--- src/hdl/icache_consts.svh ---
`ifndef ICACHE_CONSTS_SVH
`define ICACHE_CONSTS_SVH

// fetch side and memory side widths.
`define ADDR_W 32
`define WORD_W 32

// line and set geometry.
`define LINE_W 128
`define WORDS_PER_LINE 4
`define WAYS 4
`define SETS 64

// address fields: tag 31:10, index 9:4, word offset 3:2.
`define INDEX_W 6
`define INDEX_LSB 4
`define TAG_W 22
`define TAG_LSB 10
`define OFFSET_MSB 3
`define OFFSET_LSB 2

`endif

--- src/hdl/icache_pkg.sv ---
`include "icache_consts.svh"

package icache_pkg;

	// controller states. LOOKUP_HIT means the data RAM output holds an accepted hit.
	typedef enum logic [1:0] {
		IDLE,
		LOOKUP_HIT,
		REFILL,
		RESPOND_MISS
	} ctrl_state_t;

	// refill engine states, one APB transfer per SETUP/ACCESS pair.
	typedef enum logic [1:0] {
		R_IDLE,
		R_SETUP,
		R_ACCESS,
		R_DONE
	} refill_state_t;

	// one-hot way vector.
	typedef logic [`WAYS-1:0] way_sel_t;

endpackage

--- src/hdl/icache_refill_if.sv ---
`timescale 1ns/1ns
`include "icache_consts.svh"

interface icache_refill_if;

	logic start;
	logic [`ADDR_W-1:0] addr;
	logic done;
	logic [`LINE_W-1:0] line;
	logic busy;

	// start and done are single-cycle pulses.
	modport ctrl (
		output start,
		output addr,
		input done,
		input line,
		input busy
	);

	modport refill (
		input start,
		input addr,
		output done,
		output line,
		output busy
	);

endinterface

--- src/hdl/icache_refill.sv ---
`timescale 1ns/1ns
`include "icache_consts.svh"

module icache_refill (
	input logic clk,
	input logic rst,
	icache_refill_if.refill ctl,
	output logic [`ADDR_W-1:0] paddr,
	output logic psel,
	output logic penable,
	input logic [`WORD_W-1:0] prdata,
	input logic pready
);

	import icache_pkg::*;

	refill_state_t state;
	logic [`OFFSET_MSB-`OFFSET_LSB:0] cnt;
	logic [`ADDR_W-`INDEX_LSB-1:0] base;
	logic [`LINE_W-1:0] line_q;

	always_ff @(posedge clk) begin
		if (rst) begin
			state <= R_IDLE;
			cnt <= '0;
		end else begin
			case (state)
				R_IDLE: begin
					if (ctl.start) begin
						state <= R_SETUP;
						cnt <= '0;
					end
				end
				R_SETUP: begin
					state <= R_ACCESS;
				end
				R_ACCESS: begin
					if (pready) begin
						cnt <= cnt + 1'b1;
						if (cnt == `WORDS_PER_LINE - 1) begin
							state <= R_DONE;
						end else begin
							state <= R_SETUP;
						end
					end
				end
				default: begin
					state <= R_IDLE;
				end
			endcase
		end
	end

	// words arrive in ascending order, so shifting in from the top leaves
	// word 0 in the low bits after the last transfer.
	always_ff @(posedge clk) begin
		if (state == R_IDLE && ctl.start) begin
			base <= ctl.addr[`ADDR_W-1:`INDEX_LSB];
		end
		if (state == R_ACCESS && pready) begin
			line_q <= {prdata, line_q[`LINE_W-1:`WORD_W]};
		end
	end

	assign paddr = {base, cnt, {`OFFSET_LSB{1'b0}}};
	assign psel = (state == R_SETUP) || (state == R_ACCESS);
	assign penable = (state == R_ACCESS);

	assign ctl.busy = (state != R_IDLE);
	assign ctl.done = (state == R_DONE);
	assign ctl.line = line_q;

endmodule

--- src/flat_wrapper.sv ---
// flat-port wrapper written by rule: the top's interface ports become plain ports
module icache_refill_flat import icache_pkg::*;
  (clk, rst, paddr, psel, penable, prdata, pready, ctl_start, ctl_addr, ctl_done, ctl_line, ctl_busy);
  icache_refill_if ctl_i ();
  input logic clk;
  input logic rst;
  output logic [`ADDR_W-1:0] paddr;
  output logic psel;
  output logic penable;
  input logic [`WORD_W-1:0] prdata;
  input logic pready;
  input wire logic [$bits(ctl_i.start)-1:0] ctl_start;
  input wire logic [$bits(ctl_i.addr)-1:0] ctl_addr;
  output wire logic [$bits(ctl_i.done)-1:0] ctl_done;
  output wire logic [$bits(ctl_i.line)-1:0] ctl_line;
  output wire logic [$bits(ctl_i.busy)-1:0] ctl_busy;
  assign ctl_i.start = ctl_start;
  assign ctl_i.addr = ctl_addr;
  assign ctl_done = ctl_i.done;
  assign ctl_line = ctl_i.line;
  assign ctl_busy = ctl_i.busy;
  icache_refill u_core (.clk(clk), .rst(rst), .ctl(ctl_i), .paddr(paddr), .psel(psel), .penable(penable), .prdata(prdata), .pready(pready));
endmodule
--- config.mk ---
export PLATFORM = sky130hd
export DESIGN_NAME = icache_refill_flat
export DESIGN_NICKNAME = d
export VERILOG_FILES = /design/src/hdl/icache_pkg.sv /design/src/hdl/icache_refill_if.sv /design/src/hdl/icache_refill.sv /design/src/flat_wrapper.sv
export VERILOG_INCLUDE_DIRS = /design/src /design/src/hdl
export SDC_FILE = /design/constraint.sdc
export NUM_CORES = 1
export LEC_CHECK = 0
export ABC_AREA = 1
export BUFFER_PORTS_ARGS = -buffer_cell sky130_fd_sc_hd__buf_2
export CORE_ASPECT_RATIO = 1.2
export CORE_MARGIN = 4
export CORE_UTILIZATION = 46
export CTS_BUF_LIST = sky130_fd_sc_hd__clkbuf_4 sky130_fd_sc_hd__clkbuf_8 sky130_fd_sc_hd__clkbuf_16
export CTS_CLUSTER_DIAMETER = 150
export CTS_CLUSTER_SIZE = 25
export DETAILED_ROUTE_END_ITERATION = 8
export PLACE_DENSITY = 0.84
export RECOVER_POWER = 50
export SLEW_MARGIN = 10
export SYNTH_ARGS = -nofsm -noshare
export SYNTH_HDL_FRONTEND = slang
export SYNTH_SLANG_ARGS = --single-unit
--- constraint.sdc ---
create_clock -name clk -period 4.4 [get_ports clk]
set_clock_uncertainty 0.2 [all_clocks]
set_input_delay 0.88 -clock clk [delete_from_list [all_inputs] [get_ports clk]]
set_output_delay 0.88 -clock clk [all_outputs]
set_load 0.005 [all_outputs]
# --- Word-level counts from Yosys, hierarchy flattened ---
# Index checks and enable logic that the tools add are counted.
op_classes:
  mux: 7
  n_eq_ne: 6
  reduce_logical: 8
  addsub: 1
ops:
  columns: ["op", "count"]
  rows:
  - ["$mux 2", 5]
  - ["$eq 2x2->1 const B", 3]
  - ["$pmux 2 s3", 1]
  - ["$pmux 2 s2", 1]
  - ["$reduce_bool 2->1", 2]
  - ["$reduce_and 3->1", 1]
  - ["$add 2x1->2 const B", 1]
  - ["$eq 2x1->1 const B", 1]
  - ["$logic_and 1x1->1", 2]
  - ["$logic_not 2->1", 1]
  - ["$ne 2x1->1 const B", 1]
  - ["$ne 2x2->1 const B", 1]
  - ["$reduce_and 2->1", 1]
  - ["$logic_or 1x1->1", 1]
totals:
  word_cells: 26
  regBits: 160
  in_bits: 68
  output_inout_bits: 164

# --- Depth between registers and ports, before layout ---
# Gate-level depths: netlist (run 1).
logic_depth:
  ltp_word: 4
  ltp_mapped: 8

# --- Worst setup path after synthesis (run 1) ---
# No wires, ideal clock.
synth_timing:
  path_kind: "input port to flip-flop"
  start: "input port pready"
  end: "register u_core.line_q[0], in the netlist u_core.ctl.line[0] (enable)"
  path_buffers: 0
  t_arrival_ns: 3.382
  cell_stages: 2
  slack_ns: 0.337
  cell_sequence: "nand2_1 -> inv_1"
synth_between:
  elab_chain_cells: 1
synth_lines:
  columns: ["item", "line", "text"]
  rows:
  - ["start: declaration", "flat_wrapper.sv:11", "input logic pready;"]
  - ["$logic_and 1x1->1", "icache_refill.sv:60", "if (state == R_ACCESS && pready) begin"]
  - ["end signal: assignment", "icache_refill.sv:61", "line_q <= {prdata, line_q[`LINE_W-1:`WORD_W]};"]
  - ["end: declaration", "icache_refill.sv:20", "logic [`LINE_W-1:0] line_q;"]
# No other way between the ends.
# A chain may end at the register's enable or synchronous reset.

# --- Worst setup path after layout (run 1) ---
layout_timing:
  start: "register u_core.state[0]"
  end: "register u_core.line_q[111], in the netlist u_core.ctl.line[111] (enable)"
layout_between:
  elab_chain_cells: 2
layout_lines:
  columns: ["item", "line", "text"]
  rows:
  - ["start: declaration", "icache_refill.sv:17", "refill_state_t state;"]
  - ["start signal: assignment", "icache_refill.sv:24", "state <= R_IDLE;"]
  - ["start signal: assignment", "icache_refill.sv:30", "state <= R_SETUP;"]
  - ["start signal: assignment", "icache_refill.sv:35", "state <= R_ACCESS;"]
  - ["$eq 2x2->1", "icache_refill.sv:60", null]
  - ["$logic_and 1x1->1", "icache_refill.sv:60", null]
# No other way between the ends.

==> results of run 1 <==
-- flip-flops by register name, summed over array words and instances, names as in the netlist --
name and count:
u_core.cnt 2, u_core.state 2, u_core.ctl.line 128, u_core.base 28
-- placed cells by master (no fill, tap or decap), drive strengths merged --
cell      instances
a21oi             1
buf             187
bufinv            3
clkbuf           57
clkinv            2
clkinvlp          3
conb              2
dfxtp             4
edfxtp          156
ha                6
inv              20
nand2            12
nand3             2
nor2              8
o21ai             3
-- synthesized netlist by cell type, drive strengths merged --
cell type,number,share of area
inv,14,0.010
dfxtp,4,0.016
conb,1,0.00075
ha,6,0.015
edfxtp,156,0.93
nand2,12,0.0095
o21ai,3,0.0030
buf,2,0.0030
a21oi,1,0.0010
nand3,2,0.0030
nor2,8,0.0060
-- per-layer routing --
layer  track usage  part of all wire  routed length (microns)
met1         0.157              0.33                     3430
met2         0.272              0.55                     5690
met3        0.0716             0.092                      961
met4        0.0866             0.025                      257
met5             0            0.0057                       59
-- area by class of cell --
type	instances	area (sq um)	area share
timing repair buffer	226	1080	0.158
multi-input combinational	34	190	0.0276
clock inverter	14	196	0.0285
clock buffer	18	433	0.0629
inverter	14	53.8	0.00782
sequential	160	4760	0.692
tap	129	161	0.0234
-- worst max-delay path by stage --
| stage | start | endpoint | slack, ps | cells past startpoint |
|---|---|---|---|---|
| floorplan | pready | u_core.ctl.line[0]$_DFFE_PP_ | 340 | 2 |
| global placement | ctl_start | u_core.base[18]$_DFFE_PP_ | 2100 | 3 |
| detailed placement | ctl_start | u_core.base[18]$_DFFE_PP_ | 2040 | 3 |
| CTS | u_core.state[0]$_SDFFE_PP0P_ | penable | 1970 | 3 |
| global route | u_core.state[0]$_SDFFE_PP0P_ | u_core.ctl.line[87]$_DFFE_PP_ | 1520 | 5 |
| finish | u_core.state[0]$_SDFFE_PP0P_ | u_core.ctl.line[111]$_DFFE_PP_ | 1720 | 5 |
-- power groups by stage --
| stage | combinational (mW) | sequential [mW] | clock, mW |
|---|---|---|---|
| floorplan | 0.197 | 2.11 | 0 |
| global placement | 0.501 | 2.06 | 0 |
| detailed placement | 0.523 | 2.08 | 0 |
| CTS | 0.526 | 2.05 | 1.56 |
| global route | 0.548 | 2.08 | 1.64 |
| finish | 0.486 | 2.05 | 1.53 |
-- cells by family after synthesis --
| group | after synthesis |
|---|---|
| buf+inv | 16 |
| compound gates | 4 |
| fa+ha+maj | 6 |
| flops | 160 |
| simple gates | 22 |
| other cells | 1 |
-- through the flow --
stage	hold WS, ps	utilization	worst slack, ps	total power, mW
final	239	0.648	1720	4.07
after global routing	249	0.648	1520	4.26
after floorplan	252	-	337	2.31
after global placement	227	0.595	2100	2.56
after CTS	238	0.655	1970	4.13
after detailed placement	229	0.595	2040	2.60
-- worst register-to-register path: cells and delay by family (launching register included) --
family	cells	cell delay (ps)
simple gates	1	70
flops	1	320
buf+inv	3	1420
fa+ha+maj	1	200
==> impl_metrics.json, run 1 <==
{
  "clock-root-buffer": "clkbuf_16",
  "synthCells": 209,
  "ir_drop_v": 0.000287,
  "holdPathStages": 0,
  "globalRouteOverflowTotal": 0,
  "post_drt_wl_per_cell_microns": 17.5,
  "fp.dieH_microns": 122,
  "p_seq_frac": 0.505,
  "fin_nets": 527,
  "cts_buffer_depth": 2,
  "clock-sinks": 160,
  "clk_latency_ps": 410,
  "synth_top_family_by_area": "simple AND/OR/NAND/NOR gates",
  "rr_startpoint": "u_core.state[0]$_SDFFE_PP0P_",
  "power.share.clock": 0.376,
  "critPathLaunchType": "register",
  "gp_congestion": 0.817,
  "wirelength_microns": 10400,
  "synth_seq_cells": 160,
  "critical_path_buf_inv_count": 3,
  "drive_gt1_frac": 0.474,
  "timing.rr.end": "u_core.ctl.line[111]$_DFFE_PP_",
  "chipWidth_microns": 103,
  "slew_violations": 129,
  "grt_pass1_wl_microns": 14600,
  "violations": "max-capacitance violations, max-slew violations",
  "drt_iter0_drc": 76,
  "status": "complete, but fails checks",
  "post_cts_resized": 0,
  "arrival_ps": 2480,
  "core_sq_um": 10600,
  "syn_area_per_cell_sq_um": 24.0,
  "vias": 2761,
  "worst_pin_slew_ps": 1630,
  "clock.fmax_mhz": 373,
  "start_util": 0.473,
  "via_per_inst": 4.64,
  "fp.dieArea_sq_um": 12700,
  "cts_hold_buf": 0,
  "num_rows": 41,
  "cp.required_ps": 4200,
  "crit_chain": "inv_1 > ha_1 > nand2_1 > clkinvlp_2 > clkbuf_4",
  "placed_cells": 563,
  "fill_cells": 750,
  "ys_warn_count": 0,
  "synth_compound_area_frac": 0.00399,
  "cts_tree": "done",
  "switching_share": 0.245,
  "diodes": 0,
  "worstSetupPathType": "reg -> reg",
  "synth-xor-area-share": 0,
  "grt_max_degree": 129,
  "min_period_ps": 2680,
  "leakagePower_nw": 2.72,
  "final_cell_area_sq_um": 6880,
  "cp_slowest_cell": "clkbuf_4",
  "rsz0062_at_grt": "false",
  "synthMuxAreaShare": 0,
  "grt_usage": 0.159,
  "syn_area_sq_um": 5020,
  "r2r_cells": 5,
  "cts_buffers": 17,
  "postCtsSetupRepairBufs": 0,
  "p_int_mw": 3.07,
  "synth_cell_type_count": 15,
  "combPwrFrac": 0.120,
  "cpPeakStageDelay_ps": 1190,
  "crit_family": "buffers and inverters",
  "htree_levels": 4,
  "io_pins": 232,
  "regToRegSetupSlack_ps": 1720,
  "placed_area_sq_um": 6320,
  "cp-end-kind": "register",
  "portBuffers": 225,
  "drcViolationCount": 0,
  "syn_to_final_growth_pct": 37.0,
  "fin_setup_tns_ps": 0,
  "setup_viol": 0,
  "hp-class": "reg -> reg",
  "antenna_found_initial": 4,
  "switchingPower_mw": 0.995,
  "finalHoldViolCount": 0,
  "relSlewSlack": -0.0838,
  "stdcell_count": 595,
  "firstDrtPassIters": 5,
  "hold_path_end": "u_core.ctl.line[82]$_DFFE_PP_",
  "seq_area_frac_synth": 0.948,
  "drv_cap": 1,
  "hp-start": "u_core.ctl.line[114]$_DFFE_PP_",
  "synth_simple_gate_area_share": 0.0184,
  "grt_pass1_vias": 2736,
  "fin_crit_sh": 0.609,
  "crit_fanout": 128,
  "synthAdderAreaFrac": 0.0149,
  "clk_pin_slew_ps": 60,
  "dp_hpwl_microns": 7520,
  "ant_nets": 0,
  "power_density_nw_per_um2": 591
}
(Power assumes the default switching activity.)
==> run 2, diff against run 1 <==
ABC_AREA = 0   (was 1)
CORE_UTILIZATION = 42   (was 46)
PLACE_DENSITY = 0.81   (was 0.84)
clock period = 2.3 ns   (was 4.4 ns; I/O delays follow)
==> impl_metrics.json, run 2 <==
{
  "status": "complete, no violations",
  "globalRouteOverflowTotal": 0,
  "antenna_found_initial": 1,
  "cp-end-kind": "output port",
  "placed_cells": 580,
  "cp.required_ps": 1640,
  "synthTopCellsByCount": "edfxtp_1, ha_1, inv_1, dfxtp_1, nor2b_1",
  "crit_fanout": 6,
  "min_period_ps": 1990,
  "clock.fmax_mhz": 502,
  "worst-path-stages": 3,
  "drt_iter0_drc": 73,
  "syn_area_sq_um": 5050,
  "chipWidth_microns": 108,
  "core_sq_um": 11700,
  "grt_max_degree": 38,
  "critPathLaunchType": "register",
  "clock-root-buffer": "clkbuf_16",
  "drcViolationCount": 0,
  "postCtsSetupRepairBufs": 0,
  "synthCells": 194,
  "fin_crit_sh": 0.867,
  "rsz0062_at_grt": "false",
  "crit_chain": "inv_1 > ha_1 > buf_2",
  "place_ws_ps": 387,
  "synth_edf_count": 156,
  "gp_congestion": 0.778,
  "via_per_inst": 4.46,
  "setup_viol": 0,
  "hp-start": "ctl_addr[8]",
  "cts_tree": "done",
  "clock-sinks": 160,
  "leakagePower_nw": 2.65,
  "worstSetupPathType": "reg -> out",
  "slew_violations": 0,
  "stdcell_count": 615,
  "firstDrtPassIters": 4,
  "regToRegSetupSlack_ps": 400,
  "post_cts_resized": 0,
  "critical_path_buf_inv_count": 2,
  "grt_pass1_vias": 2913,
  "fill_cells": 938,
  "num_rows": 43,
  "portBuffers": 225,
  "synth_cell_type_count": 20,
  "synth_seq_cells": 160,
  "r2r_cells": 4,
  "layout_setup_ws_ps": 306,
  "largest_register_ffs": 128,
  "drv_cap": 0,
  "cts_buffers": 17,
  "cp_slowest_cell": "dfxtp_1",
  "cts_hold_buf": 0,
  "startpoint": "u_core.state[0]$_SDFFE_PP0P_",
  "grt_usage": 0.151,
  "clk_latency_ps": 410,
  "syn_to_final_growth_pct": 38.5,
  "ir_drop_v": 0.000573,
  "rr_startpoint": "u_core.state[0]$_SDFFE_PP0P_",
  "hp-class": "in -> reg",
  "post_drt_wl_per_cell_microns": 17.1,
  "drive_gt1_frac": 0.455,
  "final_common_cell": "buf_2",
  "fp.dieH_microns": 128,
  "synth_flop_cell": "edfxtp_1",
  "async_flop_share": 0,
  "crit_family": "flip-flops",
  "holdPathStages": 1,
  "fin_nets": 518,
  "htree_levels": 4,
  "post-synth-top-area-cell": "edfxtp_1",
  "layout_common_cells": "buf_2, edfxtp_1, clkbuf_1",
  "wirelength_microns": 10500,
  "yosysTopAreaCellShare": 0.928,
  "cts_buffer_depth": 2,
  "fin_setup_tns_ps": 0,
  "ant_nets": 0,
  "clk_pin_slew_ps": 70,
  "seq_area_frac_synth": 0.944,
  "io_pins": 232,
  "start_util": 0.433,
  "yosys-top-cells-area": "edfxtp_1, dfxtp_1, ha_1",
  "fp.dieArea_sq_um": 13800,
  "grt_pass1_wl_microns": 15400,
  "ys_warn_count": 0,
  "vias": 2740,
  "arrival_ps": 1330,
  "yosysMostFrequentCell": "edfxtp_1",
  "finalHoldViolCount": 0,
  "cpPeakStageDelay_ps": 370,
  "power_density_nw_per_um2": 993,
  "syn_area_per_cell_sq_um": 26.0,
  "dp_hpwl_microns": 7960
}
[run 2: path summary, 6_finish.rpt]
| kind | endpoint |
|---|---|
| setup / recovery | penable |
| hold / removal | u_core.base[4]$_DFFE_PP_ |
| hold reg to reg | u_core.ctl.line[33]$_DFFE_PP_ |
| setup reg to reg | u_core.ctl.line[61]$_DFFE_PP_ |
[run 2: routing by layer]
layer | global-route usage | up-vias | wire length (microns)
met5 | 0 | - | 0
met4 | 0.0750 | 0 | 225
met3 | 0.0489 | 15 | 810
met2 | 0.270 | 126 | 5880
met1 | 0.157 | 1325 | 3580
li1 | - | 1274 | -
[run 2: where the power goes]
group	internal [mW]	switching, mW
Combinational	0.214	0.307
Clock	1.75	1.14
Sequential	3.46	0.0757
[run 2: cell type report]
type                            count  area [sq um]  share of cell area
Clock buffer                       17           425              0.0608
Sequential cell                   160          4760               0.681
Clock inverter                     15           195              0.0279
Multi-Input combinational cell     28           244              0.0349
Tap cell                          157           196              0.0281
Inverter                            5          18.8             0.00268
Timing Repair Buffer              232          1150               0.164
Antenna cell                        1          2.50            0.000358
[run 2: worst reg2reg max path: cells and delay by family, from the launching register on]
family | cells | cell delay (ps)
AND/OR/NAND/NOR | 1 | 350
flip-flops | 1 | 330
buffers and inverters | 2 | 440
adder cells (fa/ha/maj) | 1 | 260
[run 2: cell families after synthesis]
| group | count (synthesis) | synth area share |
|---|---|---|
| adders and majority gates | 6 | 0.0149 |
| and+or+nand+nor | 11 | 0.0176 |
| other | 1 | 0.000743 |
| buffers and inverters | 7 | 0.00669 |
| AOI/OAI and AO/OA | 9 | 0.0166 |
| DFF | 160 | 0.944 |
[run 2: per-stage QoR]
step,cell area (sq um),power (mW),utilization,hold WS (ps)
6_report,6990,6.94,0.599,25.9
5_1_grt,6990,7.24,0.599,0.309
4_1_cts,7060,7.04,0.605,4.83
3_5_place_dp,6440,4.16,0.551,228
3_3_place_gp,6440,4.12,0.551,225
2_1_floorplan,5060,3.82,-,252
==> run 3, diff against run 2 <==
CTS_CLUSTER_DIAMETER = 40   (was 150)
clock period = 1.7 ns   (was 2.3 ns; I/O delays follow)
==> impl_metrics.json, run 3 (synthesis gave the netlist of run 2 again) <==
{
  "status": "complete, but fails checks",
  "violations": "negative setup slack",
  "clock.fmax_mhz": 578,
  "core_sq_um": 11700,
  "io_pins": 232,
  "clock-sinks": 160,
  "rsz0062_at_grt": "true",
  "clk_latency_ps": 410,
  "clock-root-buffer": "clkbuf_16",
  "fin_crit_sh": 1.02,
  "place_ws_ps": -31.4,
  "power_density_nw_per_um2": 1180,
  "grt_pass1_vias": 3218,
  "layout_common_cells": "buf_2, edfxtp_1, dlygate4sd3_1",
  "min_period_ps": 1730,
  "clk_pin_slew_ps": 60,
  "largest_register_ffs": 128,
  "wirelength_microns": 12200,
  "worstSetupPathType": "reg -> out",
  "arrival_ps": 1190,
  "placed_area_sq_um": 6460,
  "portBuffers": 225,
  "power_mw": 9.37,
  "cp.required_ps": 1160,
  "dp_hpwl_microns": 7910,
  "final_common_cell": "buf_2",
  "start_util": 0.433,
  "hp-class": "in -> reg",
  "ir_drop_v": 0.000664,
  "post_drt_wl_per_cell_microns": 17.6,
  "cp_slowest_cell": "dfxtp_4",
  "crit_chain": "inv_4 > ha_4 > buf_6",
  "chipWidth_microns": 108,
  "syn_to_final_growth_pct": 56.9,
  "finalHoldViolCount": 0,
  "firstDrtPassIters": 4,
  "grt_pass1_wl_microns": 17300,
  "drv_cap": 0,
  "setup_viol": 2,
  "antenna_found_initial": 2,
  "drt_iter0_drc": 124,
  "cts_buffer_depth": 2,
  "slew_violations": 0,
  "drive_gt1_frac": 0.465,
  "hold_ws_ps": 119,
  "stdcell_count": 694,
  "fp.dieH_microns": 128,
  "cp-end-kind": "output port",
  "crit_fanout": 4,
  "fin_setup_tns_ps": -39.4,
  "drcViolationCount": 0,
  "leakagePower_nw": 3.04,
  "grt_usage": 0.170,
  "fp.dieArea_sq_um": 13800,
  "num_rows": 43,
  "critPathLaunchType": "register",
  "fin_nets": 596,
  "layout_setup_ws_ps": -30.1,
  "ant_nets": 0,
  "fill_cells": 794,
  "fin_util": 0.679,
  "globalRouteOverflowTotal": 0,
  "final_cell_area_sq_um": 7930,
  "cts_buffers": 17,
  "cts_tree": "done",
  "vias": 3105,
  "placed_cells": 581,
  "via_per_inst": 4.47,
  "htree_levels": 4,
  "cpPeakStageDelay_ps": 400,
  "gp_congestion": 0.770,
  "grt_max_degree": 53
}
[run 3: changes by cell type in the layout (fill, tap and decap cells not counted), sizes merged]
cell,change
clkinvlp,+1
diode,+1
bufinv,-3
inv,-3
clkbuf,-4
clkinv,+4
dlygate4sd3,+59
buf,+24
[run 3: what timing repair did]
item,in CTS,in global routing
resized for setup,15,11
buffers inserted,6,7
pin swaps,2,1
hold buffers,61,0
hold endpoints to repair,61,0
setup endpoints to repair,31,160
gates cloned,0,7
[run 3: final cells by class]
| class | count | area [sq um] | share of cell area |
|---|---|---|---|
| diodes | 2 | 5.00 | 0.000632 |
| clock buffers | 18 | 433 | 0.0546 |
| clock inverters | 14 | 108 | 0.0136 |
| inverters | 5 | 26.3 | 0.00332 |
| multi-input cells | 28 | 313 | 0.0395 |
| flip-flops and latches | 160 | 4770 | 0.602 |
| well taps | 157 | 196 | 0.0248 |
| repair buffers | 310 | 2070 | 0.261 |
[run 3: layer usage]
| layer | GRT usage | up-vias | part of all wire | wire length (microns) |
|---|---|---|---|---|
| li1 | - | 1440 | - | - |
| met5 | 0 | - | 0 | 0 |
| met1 | 0.185 | 1486 | 0.36 | 4340 |
| met2 | 0.299 | 153 | 0.54 | 6620 |
| met3 | 0.0579 | 26 | 0.074 | 903 |
| met4 | 0.0728 | 0 | 0.028 | 348 |
[run 3: final timing paths]
path	cells past startpoint	endpoint	from	slack [ps]
setup / recovery	3	psel	u_core.state[1]$_SDFFE_PP0P_	-30
setup reg to reg	7	u_core.state[1]$_SDFFE_PP0P_	u_core.state[1]$_SDFFE_PP0P_	30
hold reg to reg	0	u_core.ctl.line[57]$_DFFE_PP_	u_core.ctl.line[89]$_DFFE_PP_	240
hold / removal	3	u_core.cnt[1]$_SDFFE_PP0P_	pready	120
[run 3: worst max-delay path: cells and delay by family (launching register included)]
family | cells | cell delay (ps)
adder cells (fa/ha/maj) | 1 | 230
flip-flops | 1 | 400
buffers and inverters | 2 | 160
[run 3: where the power goes]
group | internal, mW | switching [mW] | total [mW]
sequential | 4.69 | 0.118 | 4.80
combinational | 0.604 | 0.539 | 1.14
clock | 1.90 | 1.52 | 3.43
