[src/hdl/icache_consts.svh]
`ifndef ICACHE_CONSTS_SVH
`define ICACHE_CONSTS_SVH

// fetch side and memory side widths.
`define ADDR_W 32
`define WORD_W 32

// line and set geometry.
`define LINE_W 128
`define WORDS_PER_LINE 4
`define WAYS 4
`define SETS 64

// address fields: tag 31:10, index 9:4, word offset 3:2.
`define INDEX_W 6
`define INDEX_LSB 4
`define TAG_W 22
`define TAG_LSB 10
`define OFFSET_MSB 3
`define OFFSET_LSB 2

`endif

[src/hdl/icache_pkg.sv]
`include "icache_consts.svh"

package icache_pkg;

	// controller states. LOOKUP_HIT means the data RAM output holds an accepted hit.
	typedef enum logic [1:0] {
		IDLE,
		LOOKUP_HIT,
		REFILL,
		RESPOND_MISS
	} ctrl_state_t;

	// refill engine states, one APB transfer per SETUP/ACCESS pair.
	typedef enum logic [1:0] {
		R_IDLE,
		R_SETUP,
		R_ACCESS,
		R_DONE
	} refill_state_t;

	// one-hot way vector.
	typedef logic [`WAYS-1:0] way_sel_t;

endpackage

[src/hdl/icache_refill_if.sv]
`timescale 1ns/1ns
`include "icache_consts.svh"

interface icache_refill_if;

	logic start;
	logic [`ADDR_W-1:0] addr;
	logic done;
	logic [`LINE_W-1:0] line;
	logic busy;

	// start and done are single-cycle pulses.
	modport ctrl (
		output start,
		output addr,
		input done,
		input line,
		input busy
	);

	modport refill (
		input start,
		input addr,
		output done,
		output line,
		output busy
	);

endinterface

[src/hdl/icache_ctrl.sv]
`timescale 1ns/1ns
`include "icache_consts.svh"

module icache_ctrl (
	input logic clk,
	input logic rst,
	input logic fetch_valid,
	input logic [`ADDR_W-1:0] fetch_addr,
	input logic inst_ready,
	input logic flush,
	input icache_pkg::way_sel_t hit_way,
	input icache_pkg::way_sel_t victim_way,
	input logic [`LINE_W-1:0] rdata0,
	input logic [`LINE_W-1:0] rdata1,
	input logic [`LINE_W-1:0] rdata2,
	input logic [`LINE_W-1:0] rdata3,
	icache_refill_if.ctrl rf,
	output logic fetch_ready,
	output logic inst_valid,
	output logic [`WORD_W-1:0] inst,
	output icache_pkg::way_sel_t way_en,
	output logic way_we,
	output logic [`INDEX_W-1:0] ram_index,
	output logic fill,
	output icache_pkg::way_sel_t fill_way,
	output logic [`ADDR_W-1:0] fill_addr,
	output logic [`LINE_W-1:0] line_wdata
);

	import icache_pkg::*;

	ctrl_state_t state;
	ctrl_state_t state_nxt;
	logic [`ADDR_W-1:0] addr_q;
	way_sel_t sel_way;
	logic [`LINE_W-1:0] miss_line;
	logic drop;
	logic start_q;

	logic resp_free;
	logic accept;
	logic miss;
	logic done_now;
	logic load;
	logic [`LINE_W-1:0] hit_line;
	logic [`LINE_W-1:0] src_line;

	assign resp_free = !inst_valid || inst_ready;
	// no request is taken in a flush cycle.
	assign fetch_ready = (state == IDLE || state == LOOKUP_HIT) && !rf.busy && resp_free && !flush;
	assign accept = fetch_valid && fetch_ready;
	assign miss = accept && (hit_way == '0);
	assign done_now = (state == REFILL) && rf.done;
	assign load = !flush && resp_free &&
		((state == LOOKUP_HIT) || (state == RESPOND_MISS) || (done_now && !drop));

	// the refill writes the victim way; otherwise a hit reads its own way.
	assign fill = done_now;
	assign fill_way = victim_way;
	assign fill_addr = addr_q;
	assign way_we = done_now;
	assign way_en = done_now ? victim_way : (accept ? hit_way : '0);
	assign ram_index = done_now ? addr_q[`INDEX_LSB +: `INDEX_W] :
		fetch_addr[`INDEX_LSB +: `INDEX_W];
	assign line_wdata = rf.line;

	assign rf.start = start_q;
	assign rf.addr = addr_q;

	always_comb begin
		case (sel_way)
			4'b0001: hit_line = rdata0;
			4'b0010: hit_line = rdata1;
			4'b0100: hit_line = rdata2;
			4'b1000: hit_line = rdata3;
			default: hit_line = '0;
		endcase
	end

	always_comb begin
		case (state)
			REFILL: src_line = rf.line;
			RESPOND_MISS: src_line = miss_line;
			default: src_line = hit_line;
		endcase
	end

	always_comb begin
		state_nxt = state;
		case (state)
			IDLE, LOOKUP_HIT: begin
				if (flush) begin
					state_nxt = IDLE;
				end else if (miss) begin
					state_nxt = REFILL;
				end else if (accept) begin
					state_nxt = LOOKUP_HIT;
				end else if (resp_free) begin
					state_nxt = IDLE;
				end
			end
			REFILL: begin
				// a stalled response register parks the fresh line in miss_line.
				if (rf.done) begin
					state_nxt = (drop || flush || resp_free) ? IDLE : RESPOND_MISS;
				end
			end
			RESPOND_MISS: begin
				if (flush || resp_free) begin
					state_nxt = IDLE;
				end
			end
			default: begin
				state_nxt = IDLE;
			end
		endcase
	end

	always_ff @(posedge clk) begin
		if (rst) begin
			state <= IDLE;
			inst_valid <= 1'b0;
			start_q <= 1'b0;
			drop <= 1'b0;
		end else begin
			state <= state_nxt;
			start_q <= miss;
			if (flush) begin
				inst_valid <= 1'b0;
			end else if (load) begin
				inst_valid <= 1'b1;
			end else if (inst_ready) begin
				inst_valid <= 1'b0;
			end
			if (miss) begin
				drop <= 1'b0;
			end else if (flush && state == REFILL) begin
				drop <= 1'b1;
			end
		end
	end

	always_ff @(posedge clk) begin
		if (accept) begin
			addr_q <= fetch_addr;
			sel_way <= hit_way;
		end
		if (done_now) begin
			miss_line <= rf.line;
		end
		if (load) begin
			inst <= src_line[addr_q[`OFFSET_MSB:`OFFSET_LSB]*`WORD_W +: `WORD_W];
		end
	end

endmodule

[src/flat_wrapper.sv]
// flat-port wrapper written by rule: the top's interface ports become plain ports
module icache_ctrl_flat import icache_pkg::*;
  (clk, rst, fetch_valid, fetch_addr, inst_ready, flush, hit_way, victim_way, rdata0, rdata1, rdata2, rdata3, fetch_ready, inst_valid, inst, way_en, way_we, ram_index, fill, fill_way, fill_addr, line_wdata, rf_start, rf_addr, rf_done, rf_line, rf_busy);
  icache_refill_if rf_i ();
  input logic clk;
  input logic rst;
  input logic fetch_valid;
  input logic [`ADDR_W-1:0] fetch_addr;
  input logic inst_ready;
  input logic flush;
  input icache_pkg::way_sel_t hit_way;
  input icache_pkg::way_sel_t victim_way;
  input logic [`LINE_W-1:0] rdata0;
  input logic [`LINE_W-1:0] rdata1;
  input logic [`LINE_W-1:0] rdata2;
  input logic [`LINE_W-1:0] rdata3;
  output logic fetch_ready;
  output logic inst_valid;
  output logic [`WORD_W-1:0] inst;
  output icache_pkg::way_sel_t way_en;
  output logic way_we;
  output logic [`INDEX_W-1:0] ram_index;
  output logic fill;
  output icache_pkg::way_sel_t fill_way;
  output logic [`ADDR_W-1:0] fill_addr;
  output logic [`LINE_W-1:0] line_wdata;
  output wire logic [$bits(rf_i.start)-1:0] rf_start;
  output wire logic [$bits(rf_i.addr)-1:0] rf_addr;
  input wire logic [$bits(rf_i.done)-1:0] rf_done;
  input wire logic [$bits(rf_i.line)-1:0] rf_line;
  input wire logic [$bits(rf_i.busy)-1:0] rf_busy;
  assign rf_start = rf_i.start;
  assign rf_addr = rf_i.addr;
  assign rf_i.done = rf_done;
  assign rf_i.line = rf_line;
  assign rf_i.busy = rf_busy;
  icache_ctrl u_core (.clk(clk), .rst(rst), .fetch_valid(fetch_valid), .fetch_addr(fetch_addr), .inst_ready(inst_ready), .flush(flush), .hit_way(hit_way), .victim_way(victim_way), .rdata0(rdata0), .rdata1(rdata1), .rdata2(rdata2), .rdata3(rdata3), .rf(rf_i), .fetch_ready(fetch_ready), .inst_valid(inst_valid), .inst(inst), .way_en(way_en), .way_we(way_we), .ram_index(ram_index), .fill(fill), .fill_way(fill_way), .fill_addr(fill_addr), .line_wdata(line_wdata));
endmodule
[config.mk]
export PLATFORM = sky130hd
export DESIGN_NAME = icache_ctrl_flat
export DESIGN_NICKNAME = d
export VERILOG_FILES = /design/src/hdl/icache_pkg.sv /design/src/hdl/icache_refill_if.sv /design/src/hdl/icache_ctrl.sv /design/src/flat_wrapper.sv
export VERILOG_INCLUDE_DIRS = /design/src /design/src/hdl
export SDC_FILE = /design/constraint.sdc
export NUM_CORES = 1
export LEC_CHECK = 0
export BUFFER_PORTS_ARGS = -buffer_cell sky130_fd_sc_hd__clkbuf_2
export CAP_MARGIN = 0
export CORE_AREA = 4 4 364 366
export DETAILED_ROUTE_END_ITERATION = 6
export DIE_AREA = 0 0 368 370
export PLACE_DENSITY = 0.38
export SYNTH_ARGS = -nofsm -noshare
export SYNTH_HDL_FRONTEND = slang
export SYNTH_SLANG_ARGS = --single-unit
[constraint.sdc]
create_clock -name clk -period 5.4 [get_ports clk]
set_input_delay 0.81 -clock clk [delete_from_list [all_inputs] [get_ports clk]]
set_output_delay 0.81 -clock clk [all_outputs]
set_load 0.02 [all_outputs]
# Yosys cells after proc, flatten, opt, wreduce, memory -nomap -nowiden
# Index checks and enable logic that the tools add are counted.
# Widths: inputs -> output; s select.
# op_classes
reduce_logical	28
n_eq_ne	10
mux	15
shifts	1
# op_table
operator	n
$pmux 128 s4	1
$pmux 128 s2	1
$shiftx 128x8->32	1
$mux 2	7
$logic_and 1x1->1	10
$mux 4	2
$logic_or 1x1->1	7
$mux 6	1
$pmux 2 s3	1
$reduce_or 2->1	3
$ne 5x2->1 const B	1
$eq 2x2->1 const B	2
$eq 4x1->1 const B	1
$eq 4x2->1 const B	1
$eq 4x3->1 const B	1
$eq 4x4->1 const B	1
$logic_not 1->1	4
$logic_not 4->1	1
$ne 2x2->1 const B	2
$reduce_and 3->1	1
$eq 2x1->1 const B	1
$logic_not 2->1	1
$mux 1	2
$reduce_bool 2->1	1
# totals
elab_cells	62
register_bits	201
out_inout_bits	243

# Depth between registers and ports, before layout
# Gate-level depths: netlist of the first run.
# depth
word_depth	10
mapped_depth	8
mapped_depth_nobuf	5

# Worst setup path after synthesis of the first run
# Ideal clock, no wire load.
# synth_path
path_kind	register to output
start	reg u_core.state[1]
end	out way_en[0]
stages_incl_launch_ff	7
arrival_time_ns	3.195
required_ns	4.590
path_slack_ns	1.395
n_path_buf	2
cell_sequence	dfxtp_1 -> clkbuf_1 -> nor2b_1 -> nand2_1 -> inv_1 -> buf_2 -> a22o_1
# synth_between
elab_cells_between_ends	11
# synth_rtl
item	line_no	text
start, declared	icache_ctrl.sv:32	ctrl_state_t state;
start signal, assigned	icache_ctrl.sv:126	state <= state_nxt;
$eq 2x2->1	icache_ctrl.sv:53	assign done_now = (state == REFILL) && rf.done;
$logic_and 1x1->1	icache_ctrl.sv:53	
named net fill	flat_wrapper.sv:23	output logic fill;
$mux 4	icache_ctrl.sv:62	assign way_en = done_now ? victim_way : (accept ? hit_way : '0);
end, declared	flat_wrapper.sv:20	output icache_pkg::way_sel_t way_en;
# The timed path passes the listed nets, and every way through them passes these cells.

# Worst setup path after layout of the first run
# layout_path
start	reg u_core.state[0]
end	out way_en[3]
# layout_between
elab_chain_cells	8
elab_cells_between_ends	11
# layout_rtl
item	line_no	text
$eq 2x1->1 / $logic_not 2->1 (equally long branches)	icache_ctrl.sv:50	assign fetch_ready = (state == IDLE || state == LOOKUP_HIT) && !rf.busy && resp_free && !flush;
$logic_or 1x1->1	icache_ctrl.sv:50	
$logic_and 1x1->1 (3 in series)	icache_ctrl.sv:50	
$logic_and 1x1->1	icache_ctrl.sv:51	assign accept = fetch_valid && fetch_ready;
$mux 4	icache_ctrl.sv:62	
$mux 4 (*)	icache_ctrl.sv:62	
# Every way passes the cells marked *; elsewhere a longest branch is shown, timed or not.

==> run metrics, run 1 <==
Pre-antenna DRT Iters=6; width of the chip=368 um; Top Ports=930; CP max stage delay=0.56 ns; post-synthesis register bit count=201; Post-route DRC=0; Final HPWL DP=107000 um; post-synth top area cell=edfxtp_1; clock sink count=201; reg2reg setup slack=1.83 ns; Pleak=7.97 nW; slew margin rel.=28.0%; vias per cell=3.99; Worst Hold Class=input pin to flop; placed cells=3760; Skew-Pair Late Insertion Delay=0.63 ns; Ys Warns=0; non-filler cells, final=3834; Setup-failing EPs final=0; ranking of synthesized cells by area=edfxtp_1, a22oi_1, buf_4; Fin. Hold Viols=0; CTS tree=yes; Detail Route Antenna Nets=0; CTS Buf Count=31; GRT Util Overall=17.8%; status=finished, final reports clean; H-tree levels=1; r2r worst-path depth=6; Core ar.=129000 um2; Nets=2738; via count=15292; drt initial violations=957; Mapped Cells=1377; worst vdd ir=0.000253 V; site row count=132; Final Cycle Share=69.6%; Max FO, Critical Path=72; # fillers=14778; postcts setup bufs=0; Routed WL per cell=33.4 um; CP required=4.59 ns; Final min period=3.76 ns; global placer's final weighted congestion=0.844; post-synth net total=2064; Setup TNS Final=0 ns; layout cells sized above 1=54.2%; IO Port Bufs=929; hold path cells=1; GRT overflow=0; Worst Setup End Kind=primary output; Root Driver=clkbuf_16; total power=4.89 mW; DIE AREA=136000 um2; CTS max path bufs=3; final count of pins violating max slew=0; crit path kind=flop to primary output; antenna violations before repair=64; utilization after layout=15.9%; Clk pin slew, worst setup/hold paths=0.06 ns; PostCTS Resize Cnt=0; Power Density=238 nW/um2; FF-to-FF End=u_core.inst[31]; Slowest cell on crit path=inv_8; Post-Syn Area=14200 um2; Final Instance Area=20600 um2; final wirelength=128000 um; Max Clk Rate=266 MHz; unrepaired setup endpoints after global routing=no; Worst-Margin Slew=1.08 ns; hold endpoint=u_core.fill_addr[15]; Max-Cap Viols=0; Seq/Total Area, Yosys=42.2%; commonest non-fill, non-tap cell in the layout=clkbuf_2; top cell type's share of synthesized area=41.5%; Hold Startpoint=fetch_addr[15]; Cell Chain, Critical Path=nor2b_1 -> nand2_1 -> inv_8 -> a22o_1 -> clkbuf_2; Startpoint Class=flop; Worst EP arrival=2.95 ns; initial core utilization=11.0%; first-pass GRT wire length=162000 um; chip height=370 um; Area after DPL=19500 um2; most frequent cells in the layout=clkbuf_2, a22oi_1, edfxtp_1; skew final=0.0295 ns; Critical R2R Launch=u_core.sel_way[2]; vias in the first global route=15799; Yosys cell types=35; largest net degree at the start of global routing=129; CTS Hold Bufs=0; Area growth, synth to finish=45.1%; synthesized area per cell=10.3 um2
[cell type report]
type / count / area (um2) / share of cell area (%)
antenna: 17 / 42.5 / 0.207
clock buffer: 35 / 791 / 3.84
clock inverter: 22 / 272 / 1.32
inverter: 3 / 18.8 / 0.0912
multi-input combinational: 855 / 6360 / 30.9
sequential: 201 / 5990 / 29.1
tap: 1742 / 2180 / 10.6
timing repair buffer: 959 / 4920 / 23.9
[through the flow]
| stage | worst slack [ns] | hold slack [ns] |
|---|---|---|
| 2_1_floorplan | 1.39 | 0.501 |
| 3_3_place_gp | 1.68 | 0.523 |
| 3_5_place_dp | 1.70 | 0.531 |
| 4_1_cts | 1.49 | 0.320 |
| 5_1_grt | 1.40 | 0.341 |
| 6_report | 1.64 | 0.378 |
[where the power goes]
part | internal (mW) | leakage [nW] | switching, mW
Sequential | 1.73 | 1.82 | 0.0188
Combinational | 0.361 | 5.64 | 0.579
Clock | 1.33 | 0.508 | 0.877
[worst max-delay path by stage]
stage                            from              end  slack (ns)  depth (start not counted)
detailed placement  u_core.sel_way[2]  u_core.inst[10]        1.70                          6
CTS                   u_core.state[0]        way_en[0]        1.49                          5
global placement    u_core.sel_way[2]  u_core.inst[10]        1.68                          6
floorplan             u_core.state[1]        way_en[0]        1.39                          6
global route          u_core.state[0]        way_en[0]        1.40                          5
finish                u_core.state[0]        way_en[3]        1.64                          5
[critical path: cells and delay by family, from the launching register on]
family / cells / cell delay [ns]
flip-flops: 1 / 0.54
AND/OR/NAND/NOR: 2 / 0.71
AO/OA/AOI/OAI: 1 / 0.30
buffers and inverters: 2 / 0.76
[synthesized netlist by cell type]
master,number
buf_1,27
mux2i_1,48
a221oi_1,35
nand2_1,45
buf_2,52
o21bai_1,6
nand3b_1,1
clkbuf_1,66
dfxtp_1,5
nor3_1,1
xor2_1,1
a21oi_1,82
nor3b_2,1
buf_6,5
mux2_2,80
a22oi_1,287
clkbuf_2,1
o21ai_0,43
nor2b_1,10
buf_4,167
nor2_1,19
a211oi_1,4
or2_2,4
o22ai_1,160
nand2b_1,2
nor2_4,1
and2_1,1
a22o_1,5
a221oi_2,14
edfxtp_1,196
a221oi_4,1
inv_1,3
nor3_2,1
nor4b_4,1
nor4_1,2
[routing by layer]
metal | vias up | wire length, um | global-route usage [%]
met2 | 756 | 66200 | 33.1
met1 | 7580 | 50700 | 20.9
met3 | 160 | 8110 | 4.06
met5 | - | 81 | 0
li1 | 6782 | - | -
met4 | 14 | 2850 | 3.23
[kinds of logic (layout without fill, tap and decap cells)]
family,after synthesis,count (layout),share of synthesized area (%)
buffers and inverters,321,1019,13.6
XOR/XNOR,1,1,0.0618
other,0,17,0
AND/OR/NAND/NOR,89,89,3.03
multiplexers,128,128,9.74
AO/OA/AOI/OAI,637,637,31.3
flip-flops,201,201,42.2
[registers in the layout, indices dropped and copies added (netlist names)]
signal,count
u_core.inst_valid,1
u_core.drop,1
u_core.sel_way,4
u_core.state,2
u_core.rf.start,1
u_core.miss_line,128
u_core.inst,32
u_core.fill_addr,32
Power figures use the tool's default switching activity.
==> run 2: changes to the inputs <==
--- a/config.mk
+++ b/config.mk
@@ -6,12 +6,13 @@
 export SDC_FILE = /design/constraint.sdc
 export NUM_CORES = 1
 export LEC_CHECK = 0
+export ABC_AREA = 1
 export BUFFER_PORTS_ARGS = -buffer_cell sky130_fd_sc_hd__clkbuf_2
 export CAP_MARGIN = 0
-export CORE_AREA = 4 4 364 366
+export CORE_AREA = 4 4 358 360
 export DETAILED_ROUTE_END_ITERATION = 6
-export DIE_AREA = 0 0 368 370
-export PLACE_DENSITY = 0.38
+export DIE_AREA = 0 0 362 364
+export PLACE_DENSITY = 0.41
 export SYNTH_ARGS = -nofsm -noshare
 export SYNTH_HDL_FRONTEND = slang
 export SYNTH_SLANG_ARGS = --single-unit
==> constraint.sdc (replaced) <==
create_clock -name clk -period 3.3 [get_ports clk]
set_input_delay 0.495 -clock clk [delete_from_list [all_inputs] [get_ports clk]]
set_output_delay 0.495 -clock clk [all_outputs]
set_load 0.02 [all_outputs]
==> run 2 against run 1 <==
Compared with the run above: flip-flop and latch count did not move; synthesized area rose by 7.3%; critical path type is now flop to flop; sequential power rose by 63%; critical endpoint is now u_core.inst[10]; highest routed layer unchanged.
==> run metrics, run 2 <==
status=finished, final reports clean; Mapped Cells=2103 (+53%); worst vdd ir=0.000385 V (+52%); Post-Syn Area=15200 um2 (+7.3%); post-synth net total=2790 (+35%); DIE AREA=132000 um2 (-3.2%); Skew-Pair Late Insertion Delay=0.61 ns (-0.02 ns); commonest non-fill, non-tap cell in the layout=clkbuf_2; Max FO, Critical Path=63 (-13%); Max Clk Rate=335 MHz; via count=18383 (+20%); CP max stage delay=0.55 ns (about the same); Register Area=5990 um2 (unchanged); non-filler cells, final=4452 (+16%); Slowest cell on crit path=nand3_1; Multi-input gate area=7070 um2 (+11%); Seq/Total Area, Yosys=39.3% (-2.9 points); CTS Buf Count=30 (-3.2%); Setup-failing EPs final=0 (unchanged); Top Ports=930 (unchanged); Worst-Margin Slew=0.826 ns (-0.254 ns); clock sink count=201 (unchanged); Final min period=2.99 ns; Worst Hold Class=input pin to flop; GRT Util Overall=17.6% (-0.23 points); asr flop ratio synth=0% (unchanged); chip height=364 um (-1.6%); Routed WL per cell=27.5 um (-18%); Yosys cell types=22 (-37%); unrepaired setup endpoints after global routing=no; layout cells sized above 1=37.4% (-17 points); Root Driver=clkbuf_16; Area growth, synth to finish=42.3%; Cell Chain, Critical Path=nor2_4 -> buf_12 -> buf_12 -> nand3_1 -> nand2_1 -> o21ai_1 -> nand2_1 -> nand3_1 -> nand2_1; total power=7.84 mW (+60%); # fillers=14399 (-2.6%); Startpoint Class=flop; Detail Route Antenna Nets=0 (unchanged); Core ar.=125000 um2 (-3.2%); ranking of synthesized cells by area=edfxtp_1, nand3_1, nand2_1; Max-Cap Viols=0 (unchanged); most common cell in the synthesized netlist=nand3_1; hold slack final=0.0727 ns (-0.306 ns); Worst Setup End Kind=flop; drt initial violations=1498 (+57%); CTS tree=yes; antenna violations before repair=84 (+31%); Nets=3447 (+26%); final count of pins violating max slew=0 (unchanged); Setup TNS Final=0 ns (unchanged); CTS Hold Bufs=0 (unchanged); most frequent cells in the layout=clkbuf_2, nand3_1, nand2_1; final wirelength=122000 um (-4.4%); Final Cycle Share=90.5%; Power Density=362 nW/um2 (+52%); first-pass GRT wire length=160000 um (-1.2%); worst path buffer plus inverter count=2 (unchanged); IO Port Bufs=929 (unchanged); skew final=0.0274 ns (-0.00217 ns); PostCTS Resize Cnt=0 (unchanged); top post-synthesis cells by count=nand3_1, nand2_1, edfxtp_1; largest net degree at the start of global routing=117 (-9.3%); global placer's final weighted congestion=0.840 (-0.46%); post-synthesis register bit count=201 (unchanged); CTS max path bufs=3 (unchanged); Clk pin slew, worst setup/hold paths=0.06 ns (about the same); vias per cell=4.13 (+3.5%); initial core utilization=12.2% (+1.2 points); Pleak=10.1 nW (+27%); post-synth top area cell=edfxtp_1; Fin. Hold Viols=0 (unchanged); max FFs per register=128 (unchanged); width of the chip=362 um (-1.6%); Pre-antenna DRT Iters=5 (-1); Final HPWL DP=101000 um (-5.4%); top cell type's share of synthesized area=38.7% (-2.8 points); CP required=3.72 ns (-0.87 ns); utilization after layout=17.3% (+1.4 points); Post-synth EDFFs=196 (unchanged); most used flip-flop cell after synthesis=edfxtp_1; slew margin rel.=44.9% (+17 points); CP delay by family, top=simple AND/OR/NAND/NOR gates; vias in the first global route=18201 (+15%); H-tree levels=1 (unchanged); crit path kind=flop to flop; site row count=130 (-1.5%); postcts setup bufs=0 (unchanged); placed cells=4378 (+16%); largest register by flop count=u_core.miss_line; GRT overflow=0 (unchanged); Post-route DRC=0 (unchanged); Crit path top cell by count=nand2_1; Worst EP arrival=3.41 ns (+0.46 ns); synthesized area per cell=7.23 um2 (-30%); Ys Warns=0 (unchanged)
## run 2: worst reg2reg max path, cell delays in order, from the launching register on
cell and delay [ns]:
edfxtp_1 0.49, nor2_4 0.38, buf_12 0.26, buf_12 0.38, nand3_1 0.13, nand2_1 0.15
o21ai_1 0.10, nand2_1 0.11, nand3_1 0.55, nand2_1 0.27
## run 2: where the power goes
part           total [mW]  internal [mW]  switching [mW]
clock                3.58           2.16            1.42
combinational        1.41          0.510           0.900
sequential           2.85           2.83          0.0204
total                7.84           5.51            2.34
## run 2: metrics by stage
step,cell area [um2],setup slack [ns]
floorplan,15200,0.477
global placement,20600,0.344
detailed placement,20600,0.293
CTS,21600,0.254
global route,21600,0.0793
finish,21600,0.312
## run 2: worst paths after layout
path | startpoint | end | slack (ns) | cells past startpoint
worst max register to register | u_core.sel_way[1] | u_core.inst[10] | 0.31 | 9
worst min-delay path | fetch_addr[19] | u_core.fill_addr[19] | 0.07 | 1
worst min register to register | u_core.drop | u_core.drop | 0.48 | 2
worst max-delay path | u_core.sel_way[1] | u_core.inst[10] | 0.31 | 9
## run 2: cells by family (layout without fill, tap and decap cells)
family | Yosys count | in the layout | share of synthesized area [%]
AO/OA/AOI/OAI | 236 | 236 | 8.31
flip-flops | 201 | 201 | 39.3
AND/OR/NAND/NOR | 1292 | 1292 | 37.8
other | 0 | 19 | 0
buffers and inverters | 374 | 1054 | 14.5
## run 2: area by class of cell
class	instances	share of cell area (%)
multi-input combinational	1528	32.7
sequential	201	27.7
antenna	19	0.220
clock buffer	35	3.65
tap	1650	9.54
timing repair buffer	980	24.7
clock inverter	20	1.15
inverter	19	0.399
## run 2: layer usage
| metal | up-vias | GRT usage [%] | share of wire (%) |
|---|---|---|---|
| li1 | 8556 | - | - |
| met1 | 8794 | 22.4 | 43 |
| met2 | 825 | 28.8 | 46 |
| met3 | 162 | 6.05 | 8.9 |
| met4 | 46 | 3.26 | 1.6 |
| met5 | - | 0.399 | 0.23 |
==> run 3: changes to the inputs <==
--- a/config.mk
+++ b/config.mk
@@ -6,13 +6,13 @@
 export SDC_FILE = /design/constraint.sdc
 export NUM_CORES = 1
 export LEC_CHECK = 0
-export ABC_AREA = 1
+export ABC_AREA = 0
 export BUFFER_PORTS_ARGS = -buffer_cell sky130_fd_sc_hd__clkbuf_2
 export CAP_MARGIN = 0
-export CORE_AREA = 4 4 358 360
+export CORE_AREA = 4 4 360 362
 export DETAILED_ROUTE_END_ITERATION = 6
-export DIE_AREA = 0 0 362 364
-export PLACE_DENSITY = 0.41
+export DIE_AREA = 0 0 364 366
+export PLACE_DENSITY = 0.4
 export SYNTH_ARGS = -nofsm -noshare
 export SYNTH_HDL_FRONTEND = slang
 export SYNTH_SLANG_ARGS = --single-unit
==> run 3 against run 2 <==
Compared with the run above: sequential share of layout area grew 0.46 points; routed wire length grew 4.5%; worst hold slack gained 0.027 ns.
==> run metrics, run 3 (synthesis gave the netlist of run 1 again) <==
status=finished, final reports clean; CP max stage delay=0.79 ns (+0.24 ns); met2 Track Usage GR=32.7% (+3.9 points); Hold Startpoint=fetch_addr[15]; Final min period=3.17 ns (+0.182 ns); Setup crit start=u_core.sel_way[3]; largest register by flop count=u_core.miss_line; CTS Hold Bufs=0 (unchanged); Post-route DRC=0 (unchanged); max FFs per register=128 (unchanged); Routed WL per cell=33.4 um (+22%); final wirelength=128000 um (+4.5%); Slowest cell on crit path=nor2b_4; Worst EP arrival=3.58 ns (+0.17 ns); Root Driver=clkbuf_16; worst path buffer plus inverter count=1 (-1); unrepaired setup endpoints after global routing=no; Fin. Hold Viols=0 (unchanged); drt initial violations=1149 (-23%); GRT busiest layer=met2; Worst Setup End Kind=flop; Crit path top cell by count=o22ai_1; hold slack final=0.0998 ns (+0.0270 ns); IO Port Bufs=929 (unchanged); Worst-Margin Slew=1.00 ns (+0.175 ns); Nets=2808 (-19%); Pleak=8.42 nW (-17%); H-tree levels=2 (+1); CP delay by family, top=compound AO/OA/AOI/OAI gates; site row count=131 (+0.77%); Critical R2R Launch=u_core.sel_way[3]; global placer's final weighted congestion=0.911 (+8.5%); Max-Cap Viols=0 (unchanged); crit path kind=flop to flop; GRT Util Overall=18.3% (+0.77 points); # fillers=14334 (-0.45%); final count of pins violating max slew=0 (unchanged); placed cells=3747 (-14%); M3 GR Usage=4.50% (-1.5 points); GRT overflow=0 (unchanged); Top Ports=930 (unchanged); Register Area=5990 um2 (unchanged); width of the chip=364 um (+0.55%); first-pass GRT wire length=162000 um (+1.7%); Detail Route Antenna Nets=0 (unchanged); CP required=3.71 ns (about the same); CTS Buf Count=34 (+13%); PostCTS Resize Cnt=2 (+2); DIE AREA=133000 um2 (+1.1%); slew margin rel.=33.3% (-12 points); Multi-input gate area=6380 um2 (-9.8%); vias per cell=4.12 (-0.18%); Max FO, Critical Path=15 (-76%); CTS tree=yes; Worst Hold Class=input pin to flop; via count=15765 (-14%); Setup TNS Final=0 ns (unchanged); met1 Use GR=22.2% (-0.20 points); largest net degree at the start of global routing=69 (-41%); CTS max path bufs=3 (unchanged); postcts setup bufs=0 (unchanged); commonest non-fill, non-tap cell in the layout=clkbuf_2; skew final=0.0241 ns (-0.00322 ns); Max Clk Rate=315 MHz (-5.7%); Pre-antenna DRT Iters=7 (+2); clock sink count=201 (unchanged); total power=8.39 mW (+7.0%); non-filler cells, final=3825 (-14%); layout cells sized above 1=55.9% (+19 points); Final HPWL DP=108000 um (+6.9%); antenna violations before repair=45 (-46%); Core ar.=127000 um2 (+1.3%); Clk pin slew, worst setup/hold paths=0.06 ns (about the same); chip height=366 um (+0.55%); Cell Chain, Critical Path=nor2b_4 -> buf_4 -> a22oi_1 -> o22ai_1 -> a221oi_2 -> o22ai_1; vias in the first global route=16174 (-11%); worst vdd ir=0.000261 V (-32%); most frequent cells in the layout=clkbuf_2, a22oi_1, edfxtp_1; Power Density=394 nW/um2 (+8.7%); Final Cycle Share=96.1% (+5.5 points); Startpoint Class=flop; Area growth, synth to finish=50.1%; initial core utilization=11.2% (-0.97 points); Setup-failing EPs final=0 (unchanged); Skew-Pair Late Insertion Delay=0.57 ns (-0.04 ns)
[run 3: cell count changes in the layout (fill, tap and decap cells not counted), sizes merged, moves of 66 or more]
cell / change
a22oi: +287
a31oi: -66
mux2: +80
nand2: -560
nand3: -641
o22ai: +160
[run 3: per-layer routing]
metal / routed length, um / up-vias / share of wire [%]
met5: 97 / - / 0.076
met2: 64300 / 770 / 50
met3: 8660 / 134 / 6.8
met4: 2550 / 14 / 2.0
li1: - / 6931 / -
met1: 52300 / 7916 / 41
[run 3: power breakdown]
group | internal (mW) | switching, mW | total (mW)
logic | 0.631 | 0.978 | 1.61
registers | 2.83 | 0.0219 | 2.85
clock network | 2.37 | 1.56 | 3.93
[run 3: final timing paths]
| check | end | slack, ns | cells after the start |
|---|---|---|---|
| worst min-delay path | u_core.fill_addr[15] | 0.1 | 1 |
| worst max register to register | u_core.inst[28] | 0.13 | 6 |
| worst max-delay path | u_core.inst[28] | 0.13 | 6 |
| worst min register to register | u_core.drop | 0.55 | 2 |
[run 3: worst register-to-register path, cell delays in order, from the launching register on]
cell and delay (ns):
edfxtp_1 0.64, nor2b_4 0.80, buf_4 0.32, a22oi_1 0.08, o22ai_1 0.70, a221oi_2 0.28
o22ai_1 0.19
[run 3: area by class of cell]
cell class / count / area share (%)
Multi-Input combinational cell: 855 / 29.9
Sequential cell: 201 / 28.1
Timing Repair Buffer: 1026 / 26.4
Tap cell: 1662 / 9.77
Clock buffer: 37 / 4.05
Clock inverter: 25 / 1.42
Antenna cell: 16 / 0.188
Inverter: 3 / 0.112
[run 3: through the flow]
stage | worst slack (ns) | cell area, um2 | utilization, %
floorplan | 0.346 | 14200 | -
global placement | -0.0615 | 20100 | 15.8
detailed placement | -0.0719 | 20100 | 15.8
CTS | 0.0227 | 21200 | 16.8
global route | 0.0183 | 21300 | 16.8
finish | 0.130 | 21300 | 16.8
